<file path="config.mk">
export PLATFORM = sky130hd
export DESIGN_NAME = osd_ctrl_top
export DESIGN_NICKNAME = d
export VERILOG_FILES = /design/src/rtl/osd_pkg.sv /design/src/rtl/osd_ctrl_top.sv /design/src/rtl/wb_write_master.sv /design/src/rtl/mem_word_fifo.sv /design/src/rtl/config_regs.sv /design/src/rtl/cmd_decoder.sv /design/src/rtl/spi_byte_rx.sv
export SDC_FILE = /design/constraint.sdc
export NUM_CORES = 1
export LEC_CHECK = 0
export BUFFER_PORTS_ARGS = -buffer_cell sky130_fd_sc_hd__buf_2
export CORE_ASPECT_RATIO = 1.1
export CORE_MARGIN = 2
export CORE_UTILIZATION = 30
export DETAILED_ROUTE_END_ITERATION = 10
export PLACE_DENSITY = 0.45
export SETUP_SLACK_MARGIN = 0.02
export SLEW_MARGIN = 30
export SYNTH_ARGS = -nofsm -noshare
export SYNTH_HDL_FRONTEND = slang
export SYNTH_HIERARCHICAL = 1
export SYNTH_SLANG_ARGS = --single-unit
</file>
<file path="constraint.sdc">
create_clock -name clk -period 4.5 [get_ports clk]
set_clock_uncertainty 0.2 [all_clocks]
set_input_delay 1.35 -clock clk [delete_from_list [all_inputs] [get_ports clk]]
set_output_delay 1.35 -clock clk [all_outputs]
set_load 0.05 [all_outputs]
</file>
<file path="src/rtl/osd_pkg.sv">
// osd command port shared types
package osd_pkg;

  // wishbone bus widths
  localparam int data_w = 16;
  localparam int addr_w = 24;

  // ----------------------------------------
  // command opcodes
  // ----------------------------------------
  // upper six bits of the spi command byte
  typedef enum logic [5:0] {
    op_nop        = 6'b0_000_00,
    op_reset_ctrl = 6'b0_000_10,
    op_osd_ctrl   = 6'b0_010_10,
    op_chip_cfg   = 6'b0_000_01,
    op_cpu_cfg    = 6'b0_001_01,
    op_mem_cfg    = 6'b0_010_01,
    op_video_cfg  = 6'b0_011_01,
    op_floppy_cfg = 6'b0_100_01,
    op_hdd_cfg    = 6'b0_101_01,
    op_joy_cfg    = 6'b0_110_01,
    op_mem_write  = 6'b0_001_11,
    op_version    = 6'b1_000_10
  } opcode_e;

  // ----------------------------------------
  // stage payloads
  // ----------------------------------------
  // byte from the spi slave
  typedef struct packed {
    logic       valid;
    logic       first;
    logic [7:0] data;
  } spi_byte_t;

  typedef struct packed {
    logic       valid;
    opcode_e    op;
    logic [7:0] data;
  } reg_write_t;

  // memory stream byte, idx is the address byte number
  typedef struct packed {
    logic       valid;
    logic       addr_phase;
    logic [1:0] idx;
    logic [7:0] data;
  } mem_byte_t;

  typedef struct packed {
    logic [addr_w-1:0] adr;
    logic [data_w-1:0] dat;
  } mem_word_t;

  // ----------------------------------------
  // configuration outputs
  // ----------------------------------------
  typedef struct packed {
    logic       cpu_halt;
    logic       cpu_reset;
    logic       user_reset;
    logic       key_disable;
    logic       osd_enable;
    logic [4:0] chipset;
    logic [3:0] cpu;
    logic [6:0] memory;
    logic [1:0] dither;
    logic [1:0] hires_filter;
    logic [1:0] lores_filter;
    logic [1:0] scanline;
    logic [3:0] floppy;
    logic [2:0] ide;
    logic       cd32pad;
    logic [1:0] autofire;
  } sys_config_t;

  // cpu held in halt and reset until the host lets it go
  localparam sys_config_t config_reset = '{
    cpu_halt:  1'b1,
    cpu_reset: 1'b1,
    memory:    7'b0000101,
    default:   '0
  };

  // beta flag, major, minor, separator
  localparam logic [0:3][7:0] version_bytes = {8'h01, 8'h02, 8'h05, 8'hff};

endpackage
</file>
<file path="src/rtl/osd_ctrl_top.sv">
// osd host command port
module osd_ctrl_top #(
  parameter int fifo_depth = 4
) (
  input  logic                       clk,
  input  logic                       reset,
  // spi slave
  input  logic                       spi_cs_n,
  input  logic                       spi_sck,
  input  logic                       spi_sdi,
  output logic                       spi_sdo,
  // wishbone master
  output logic                       wb_cyc,
  output logic                       wb_stb,
  output logic                       wb_we,
  output logic [1:0]                 wb_sel,
  output logic [osd_pkg::addr_w-1:0] wb_adr,
  output logic [osd_pkg::data_w-1:0] wb_dat_w,
  input  logic                       wb_ack,
  // status
  output osd_pkg::sys_config_t       sys_config,
  output logic                       fifo_full
);

  osd_pkg::spi_byte_t  spi_rx;
  logic [7:0]          rd_byte;
  osd_pkg::reg_write_t reg_wr;
  osd_pkg::mem_byte_t  mem_byte;
  osd_pkg::mem_word_t  head;
  logic                not_empty;
  logic                pop;

  // ----------------------------------------
  // spi front end
  // ----------------------------------------
  spi_byte_rx i_spi (
    .clk      (clk),
    .reset    (reset),
    .spi_cs_n (spi_cs_n),
    .spi_sck  (spi_sck),
    .spi_sdi  (spi_sdi),
    .spi_sdo  (spi_sdo),
    .rd_byte  (rd_byte),
    .rx       (spi_rx)
  );

  cmd_decoder i_dec (
    .clk      (clk),
    .reset    (reset),
    .rx       (spi_rx),
    .rd_byte  (rd_byte),
    .reg_wr   (reg_wr),
    .mem_byte (mem_byte)
  );

  // register path
  config_regs i_cfg (
    .clk        (clk),
    .reset      (reset),
    .reg_wr     (reg_wr),
    .sys_config (sys_config)
  );

  // ----------------------------------------
  // memory write path
  // ----------------------------------------
  mem_word_fifo #(
    .fifo_depth (fifo_depth)
  ) i_fifo (
    .clk       (clk),
    .reset     (reset),
    .mem_byte  (mem_byte),
    .pop       (pop),
    .head      (head),
    .not_empty (not_empty),
    .full      (fifo_full)
  );

  wb_write_master i_wb (
    .clk       (clk),
    .reset     (reset),
    .head      (head),
    .not_empty (not_empty),
    .pop       (pop),
    .wb_cyc    (wb_cyc),
    .wb_stb    (wb_stb),
    .wb_we     (wb_we),
    .wb_sel    (wb_sel),
    .wb_adr    (wb_adr),
    .wb_dat_w  (wb_dat_w),
    .wb_ack    (wb_ack)
  );

endmodule

</file>
<file path="src/rtl/wb_write_master.sv">
// wishbone classic write master
module wb_write_master (
  input  logic                       clk,
  input  logic                       reset,
  input  osd_pkg::mem_word_t         head,
  input  logic                       not_empty,
  output logic                       pop,
  output logic                       wb_cyc,
  output logic                       wb_stb,
  output logic                       wb_we,
  output logic [1:0]                 wb_sel,
  output logic [osd_pkg::addr_w-1:0] wb_adr,
  output logic [osd_pkg::data_w-1:0] wb_dat_w,
  input  logic                       wb_ack
);

  typedef enum logic [1:0] {
    st_idle,
    st_write,
    st_gap
  } state_e;

  state_e state;
  logic   active;

  // ----------------------------------------
  // single write per fifo entry
  // ----------------------------------------
  always_ff @(posedge clk) begin
    if (reset) begin
      state <= st_idle;
    end else begin
      case (state)
        st_idle: begin
          if (not_empty) state <= st_write;
        end
        // wait for the slave
        st_write: begin
          if (wb_ack) state <= st_gap;
        end
        // bus released one cycle
        st_gap: begin
          state <= not_empty ? st_write : st_idle;
        end
        default: state <= st_idle;
      endcase
    end
  end

  assign active = (state == st_write);

  // entry leaves the fifo with the ack
  assign pop = active && wb_ack;

  assign wb_cyc = active;
  assign wb_stb = active;
  assign wb_we  = active;
  assign wb_sel = active ? 2'b11 : 2'b00;

  // head is stable until pop
  assign wb_adr   = head.adr;
  assign wb_dat_w = head.dat;

endmodule

</file>
<file path="src/rtl/mem_word_fifo.sv">
// memory write word fifo
module mem_word_fifo #(
  parameter int fifo_depth = 4
) (
  input  logic               clk,
  input  logic               reset,
  input  osd_pkg::mem_byte_t mem_byte,
  input  logic               pop,
  output osd_pkg::mem_word_t head,
  output logic               not_empty,
  output logic               full
);

  localparam int ptr_w = $clog2(fifo_depth);
  localparam logic [ptr_w:0] full_count = (ptr_w + 1)'(fifo_depth);
  localparam logic [osd_pkg::addr_w-1:0] adr_step = 2;

  logic [osd_pkg::addr_w-1:0] run_adr;
  logic [7:0]                 hi_byte;
  logic                       have_hi;
  logic                       word_done;
  logic                       push;

  osd_pkg::mem_word_t entries [fifo_depth];
  logic [ptr_w-1:0]   wr_ptr;
  logic [ptr_w-1:0]   rd_ptr;
  logic [ptr_w:0]     count;

  // second byte of a pair completes the word
  assign word_done = mem_byte.valid && !mem_byte.addr_phase && have_hi;
  assign push      = word_done && !full;

  // ----------------------------------------
  // word assembly
  // ----------------------------------------
  always_ff @(posedge clk) begin
    if (reset) begin
      have_hi <= 1'b0;
    end else if (mem_byte.valid) begin
      // address phase restarts the pairing
      have_hi <= mem_byte.addr_phase ? 1'b0 : !have_hi;
    end
  end

  always_ff @(posedge clk) begin
    if (mem_byte.valid) begin
      if (mem_byte.addr_phase) begin
        // lsb first, page byte dropped
        case (mem_byte.idx)
          2'd0: run_adr[7:0]   <= mem_byte.data;
          2'd1: run_adr[15:8]  <= mem_byte.data;
          2'd2: run_adr[23:16] <= mem_byte.data;
          default: begin
          end
        endcase
      end else if (!have_hi) begin
        hi_byte <= mem_byte.data;
      end else begin
        // advances even when the word is dropped
        run_adr <= run_adr + adr_step;
      end
    end
  end

  // ----------------------------------------
  // circular buffer
  // ----------------------------------------
  always_ff @(posedge clk) begin
    if (push) begin
      entries[wr_ptr] <= '{adr: run_adr, dat: {hi_byte, mem_byte.data}};
    end
  end

  always_ff @(posedge clk) begin
    if (reset) begin
      wr_ptr <= '0;
      rd_ptr <= '0;
      count  <= '0;
    end else begin
      if (push) wr_ptr <= wr_ptr + 1'b1;
      if (pop)  rd_ptr <= rd_ptr + 1'b1;
      case ({push, pop})
        2'b10: count <= count + 1'b1;
        2'b01: count <= count - 1'b1;
        default: begin
        end
      endcase
    end
  end

  // head entry stays put until popped
  assign head      = entries[rd_ptr];
  assign not_empty = (count != '0);
  assign full      = (count == full_count);

endmodule

</file>
<file path="src/rtl/config_regs.sv">
// configuration register bank
module config_regs (
  input  logic                 clk,
  input  logic                 reset,
  input  osd_pkg::reg_write_t  reg_wr,
  output osd_pkg::sys_config_t sys_config
);

  // ----------------------------------------
  // register writes
  // ----------------------------------------
  always_ff @(posedge clk) begin
    if (reset) begin
      sys_config <= osd_pkg::config_reset;
    end else if (reg_wr.valid) begin
      case (reg_wr.op)
        // halt, reset, user reset
        osd_pkg::op_reset_ctrl: begin
          {sys_config.cpu_halt, sys_config.cpu_reset, sys_config.user_reset} <=
            reg_wr.data[2:0];
        end
        // keyboard disable, osd enable
        osd_pkg::op_osd_ctrl: begin
          {sys_config.key_disable, sys_config.osd_enable} <= reg_wr.data[1:0];
        end
        // aga, ecs, a1000, ntsc, turbo
        osd_pkg::op_chip_cfg: sys_config.chipset <= reg_wr.data[4:0];
        // fast kick, cache, cpu type
        osd_pkg::op_cpu_cfg: sys_config.cpu <= reg_wr.data[3:0];
        // hrtmon, fast, slow, chip
        osd_pkg::op_mem_cfg: sys_config.memory <= reg_wr.data[6:0];
        // full byte used here
        osd_pkg::op_video_cfg: begin
          {sys_config.dither, sys_config.hires_filter,
           sys_config.lores_filter, sys_config.scanline} <= reg_wr.data;
        end
        // drive count and speed
        osd_pkg::op_floppy_cfg: sys_config.floppy <= reg_wr.data[3:0];
        // slave, master, controller enable
        osd_pkg::op_hdd_cfg: sys_config.ide <= reg_wr.data[2:0];
        // cd32 pad mode, autofire rate
        osd_pkg::op_joy_cfg: begin
          {sys_config.cd32pad, sys_config.autofire} <= reg_wr.data[2:0];
        end
        default: begin
        end
      endcase
    end
  end

endmodule

</file>
<file path="src/rtl/cmd_decoder.sv">
// osd command decoder
module cmd_decoder (
  input  logic                clk,
  input  logic                reset,
  input  osd_pkg::spi_byte_t  rx,
  output logic [7:0]          rd_byte,
  output osd_pkg::reg_write_t reg_wr,
  output osd_pkg::mem_byte_t  mem_byte
);

  osd_pkg::opcode_e cmd_op;
  osd_pkg::opcode_e op_q;
  logic [2:0]       dat_cnt;
  logic             is_reg_op;
  logic             is_data;
  logic [1:0]       ver_idx;

  // ----------------------------------------
  // opcode decode
  // ----------------------------------------
  // unknown codes fall back to nop
  always_comb begin
    cmd_op = osd_pkg::op_nop;
    case (rx.data[7:2])
      osd_pkg::op_reset_ctrl,
      osd_pkg::op_osd_ctrl,
      osd_pkg::op_chip_cfg,
      osd_pkg::op_cpu_cfg,
      osd_pkg::op_mem_cfg,
      osd_pkg::op_video_cfg,
      osd_pkg::op_floppy_cfg,
      osd_pkg::op_hdd_cfg,
      osd_pkg::op_joy_cfg,
      osd_pkg::op_mem_write,
      osd_pkg::op_version: cmd_op = osd_pkg::opcode_e'(rx.data[7:2]);
      default: cmd_op = osd_pkg::op_nop;
    endcase
  end

  // register opcodes only
  assign is_reg_op = !(op_q inside {osd_pkg::op_nop, osd_pkg::op_mem_write,
                                    osd_pkg::op_version});
  assign is_data   = rx.valid && !rx.first;

  // ----------------------------------------
  // opcode latch and data byte counter
  // ----------------------------------------
  always_ff @(posedge clk) begin
    if (reset) begin
      op_q    <= osd_pkg::op_nop;
      dat_cnt <= '0;
    end else if (rx.valid) begin
      if (rx.first) begin
        op_q    <= cmd_op;
        dat_cnt <= '0;
      end else if (dat_cnt != 3'd4) begin
        // saturate at 4
        dat_cnt <= dat_cnt + 3'd1;
      end
    end
  end

  // ----------------------------------------
  // routed outputs
  // ----------------------------------------
  always_ff @(posedge clk) begin
    reg_wr.op           <= op_q;
    reg_wr.data         <= rx.data;
    // bytes 0 to 3 carry the address
    mem_byte.addr_phase <= (dat_cnt != 3'd4);
    mem_byte.idx        <= dat_cnt[1:0];
    mem_byte.data       <= rx.data;

    if (reset) begin
      reg_wr.valid   <= 1'b0;
      mem_byte.valid <= 1'b0;
    end else begin
      // only the first data byte writes a register
      reg_wr.valid   <= is_data && is_reg_op && dat_cnt == 3'd0;
      mem_byte.valid <= is_data && op_q == osd_pkg::op_mem_write;
    end
  end

  // version readback
  // separator repeats once the counter saturates
  assign ver_idx = (dat_cnt > 3'd3) ? 2'd3 : dat_cnt[1:0];
  assign rd_byte = (op_q == osd_pkg::op_version) ? osd_pkg::version_bytes[ver_idx] : 8'h00;

endmodule

</file>
<file path="src/rtl/spi_byte_rx.sv">
// spi mode 0 byte slave
module spi_byte_rx (
  input  logic               clk,
  input  logic               reset,
  input  logic               spi_cs_n,
  input  logic               spi_sck,
  input  logic               spi_sdi,
  output logic               spi_sdo,
  input  logic [7:0]         rd_byte,
  output osd_pkg::spi_byte_t rx
);

  // pin order {cs_n, sck, sdi}
  logic [2:0] pin_meta;
  logic [2:0] pin_sync;
  logic       sck_d;
  logic       cs_n_s;
  logic       sck_s;
  logic       sdi_s;
  logic       sck_rise;
  logic       sck_fall;

  logic [2:0] bit_cnt;
  logic [6:0] rx_shift;
  logic [7:0] tx_shift;
  logic       first_pend;

  // ----------------------------------------
  // pin synchronisers
  // ----------------------------------------
  // cs_n goes through the same flops to stay aligned with sck
  always_ff @(posedge clk) begin
    if (reset) begin
      pin_meta <= 3'b100;
      pin_sync <= 3'b100;
      sck_d    <= 1'b0;
    end else begin
      pin_meta <= {spi_cs_n, spi_sck, spi_sdi};
      pin_sync <= pin_meta;
      sck_d    <= pin_sync[1];
    end
  end

  assign cs_n_s   = pin_sync[2];
  assign sck_s    = pin_sync[1];
  assign sdi_s    = pin_sync[0];
  assign sck_rise = sck_s & ~sck_d;
  assign sck_fall = ~sck_s & sck_d;

  // ----------------------------------------
  // bit framing
  // ----------------------------------------
  always_ff @(posedge clk) begin
    // sample on rising edge, msb first
    if (sck_rise) begin
      rx_shift <= {rx_shift[5:0], sdi_s};
    end
    if (sck_rise && bit_cnt == 3'd7) begin
      rx.data  <= {rx_shift, sdi_s};
      rx.first <= first_pend;
    end

    if (reset) begin
      bit_cnt    <= '0;
      first_pend <= 1'b1;
      tx_shift   <= '0;
      rx.valid   <= 1'b0;
    end else begin
      rx.valid <= 1'b0;
      if (cs_n_s) begin
        // idle, next byte is a command
        bit_cnt    <= '0;
        first_pend <= 1'b1;
        tx_shift   <= '0;
      end else begin
        if (sck_rise) begin
          bit_cnt <= bit_cnt + 3'd1;
          if (bit_cnt == 3'd7) begin
            rx.valid   <= 1'b1;
            first_pend <= 1'b0;
          end
        end
        // falling edge after bit 8 loads the next read byte
        if (sck_fall) begin
          if (bit_cnt == 3'd0)
            tx_shift <= rd_byte;
          else
            tx_shift <= {tx_shift[6:0], 1'b0};
        end
      end
    end
  end

  // quiet line outside a transaction
  assign spi_sdo = tx_shift[7] & ~spi_cs_n;

endmodule

</file>
==> impl_metrics.ini <==
[clocking]
cts_hold_buf = 0
post_cts_resized = 0
htree_num_levels = 2
clk_latency_ns = 0.51
clock-root-buffer = clkbuf_16
cts_sinks = 307
cts.clk_slew.worst_paths_ns = 0.05
cts_buffers = 35
cts_tree = built
cts_buffer_depth = 3
post_cts.repair.setup_buffers = 0

[final_layout]
nNetsFinal = 894
synthToLayoutAreaGrowth_pct = 15.0
nFillCells = 3862
multiInputGateArea_um2 = 3450
layout-drive-gt1-share_pct = 24.6
seqCellArea_um2 = 8230
diodes = 0

[detailed_routing]
highest_layer = met4
wire_per_inst_um = 18.7
routed_wirelength_um = 26300
first_iter_violations = 381
post-route-drc-count = 0
wl_met1_um = 11800
first_pass_iters = 4
dr_wl_met2_um = 13000
ant_nets = 0
vias = 6534
wl_met3_um = 1030
vias_per_cell = 4.63

[critical_path]
worst_ep_required_time_ns = 2.95
path_class = register to output port
reg2reg_slack_ns = 1.68
crit_path_start_kind = register
worst_path_max_delay_cell = dfxtp_2
critPathMaxFanout = 31
end_kind = output port
arrival_ns = 2.26
crit_chain = buf_12, mux4_2, buf_2
worst_path_largest_cell_delay_ns = 0.60

[power]
power_leakage_nw = 4.99
power_density_nw_per_um2 = 421
ir_worst_vdd_mv = 0.199

[grt]
grt_usage_pct = 12.5
grt_max_degree = 55
grt_pass1_wl_um = 40800
globalRouteOverflowTotal = 0
antenna_found_initial = 0
grt_pass1_vias = 6692

[floorplan]
die_w_um = 197
initial_core_util_pct = 30.5
pin_count = 92
coreArea_um2 = 40400
die_h_um = 217
row_count = 77
die_area_um2 = 42700

[place]
place_hpwl_um = 16800
place_worst_setup_slack_ns = 1.14
gp_congestion = 0.735
port_buffers = 91

[yosys]
yosysTopAreaCell = edfxtp_1
async_flop_share_pct = 0
ys.flop_type = edfxtp_1
syn_area_um2 = 12300
synth_common_cells = edfxtp_1 (208), dfxtp_1 (99), buf_4 (56), mux2i_1 (51), nand2b_1 (49)
synth_cells = 825
synth_edf_count = 208
yosysWarnings = 6
yosys-top-cells-area = edfxtp_1 (51%), dfxtp_1 (16%), mux4_2 (7.3%)
synth_fp_nets = 844
yosysTopAreaCellShare_pct = 50.7
synth.distinct_cells = 67
yosysMostFrequentCell = edfxtp_1
synth_seq_area_share_pct = 66.8
synth.avg_cell_area_um2 = 14.9
ys_seq_elements = 307

[sta]
rsz0062_at_grt = no
worst_pin_slew_ns = 0.900
max_freq_mhz = 262
setup_viol = 0
maxSlewViolCount = 0
hold_slack_ns = 0.138
tns_ns = 0
fin_ws_ns = 0.686
relSlewSlack_pct = 40.0
finalHoldViolCount = 0
post-route-period-util_pct = 84.7
min_period_ns = 3.81

[hold_path]
hold_class = register to register

[status]
status = finished, final reports clean

[job]
drv_cap = 0
## layer usage
metal	up-vias	track usage (%)
met5	-	0
met3	41	2.47
met2	104	21.3
met4	0	3.46
li1	3118	-
met1	3271	16.2
## cell families (layout without fill, tap and decap cells)
kind of cell / count (synthesis) / after routing / share of synthesized area (%)
compound gates: 75 / 75 / 3.68
xor+xnor: 17 / 17 / 1.21
fa+ha+maj: 13 / 13 / 1.38
buf+inv: 109 / 181 / 5.34
flops: 307 / 307 / 66.8
mux: 94 / 94 / 11.7
simple gates: 210 / 210 / 9.91
## final timing paths
check / from / to / depth (start not counted)
setup / recovery: register / wb_dat_w[1] / 3
hold / removal: i_spi/rx[1]$_DFFE_PP_ / i_dec/mem_byte[1]$_DFF_P_ / 0
setup reg to reg: i_dec/mem_byte[10]$_DFF_P_ / i_fifo/count[2]$_SDFFE_PP0P_ / 7
hold reg to reg: i_spi/rx[1]$_DFFE_PP_ / i_dec/mem_byte[1]$_DFF_P_ / 0
## sequential cells by signal, indices dropped and copies added (netlist names), 2 cells and up, named ones only
name and flops:
i_fifo/count 3, i_spi/bit_cnt 3, i_wb/state 2, i_spi/pin_meta 3, i_fifo/hi_byte 8, i_fifo/wr_ptr 2, i_cfg/sys_config 39, i_fifo/entries 160
i_fifo/run_adr 24, i_spi/pin_sync 3, i_spi/tx_shift 8, i_spi/rx_shift 7, i_dec/reg_wr 7, i_dec/op_q 6, i_spi/rx 10, i_dec/mem_byte 12
i_dec/dat_cnt 3, i_fifo/rd_ptr 2
## per-stage QoR
step,utilization [%],total power [mW],area (µm²),cells
floorplan,-,3.07,12300,825
global placement,32.2,3.08,13000,1351
detailed placement,32.2,3.08,13000,1351
CTS,35.1,6.08,14200,1410
global route,35.1,6.19,14200,1410
finish,35.1,5.97,14200,1410
## final cells by class
class                      instances  share of cell area, %
multi-input combinational        409                   24.4
clock buffer                      44                   6.57
sequential                       307                   58.1
timing repair buffer             102                   4.15
clock inverter                    15                   1.82
tap                              513                   4.53
inverter                          20                  0.530
## power breakdown
part           internal, mW  switching [mW]  leakage [nW]  total, mW
Combinational        0.0133          0.0191          1.73     0.0324
Clock                  1.87            1.09         0.584       2.95
Sequential             2.98         0.00218          2.67       2.99
Total                  4.86            1.11          4.99       5.97
## worst max-delay path, delay by kind of cell (launching register included)
kind	cells	cell delay, ns
buf+inv	2	0.56
flops	1	0.60
mux	1	0.58
## cell usage in the layout, fill, tap and decap left out, types with 16 or more instances in the layout
cell	Yosys	layout
buf_2	4	91
a21oi_1	30	30
dfxtp_1	99	97
nand2b_1	49	49
mux2i_1	51	51
nor2_1	47	47
mux4_2	40	40
nand2_1	16	16
clkbuf_16	0	36
inv_1	19	19
edfxtp_1	208	208
Power figures use the tool's default switching activity.
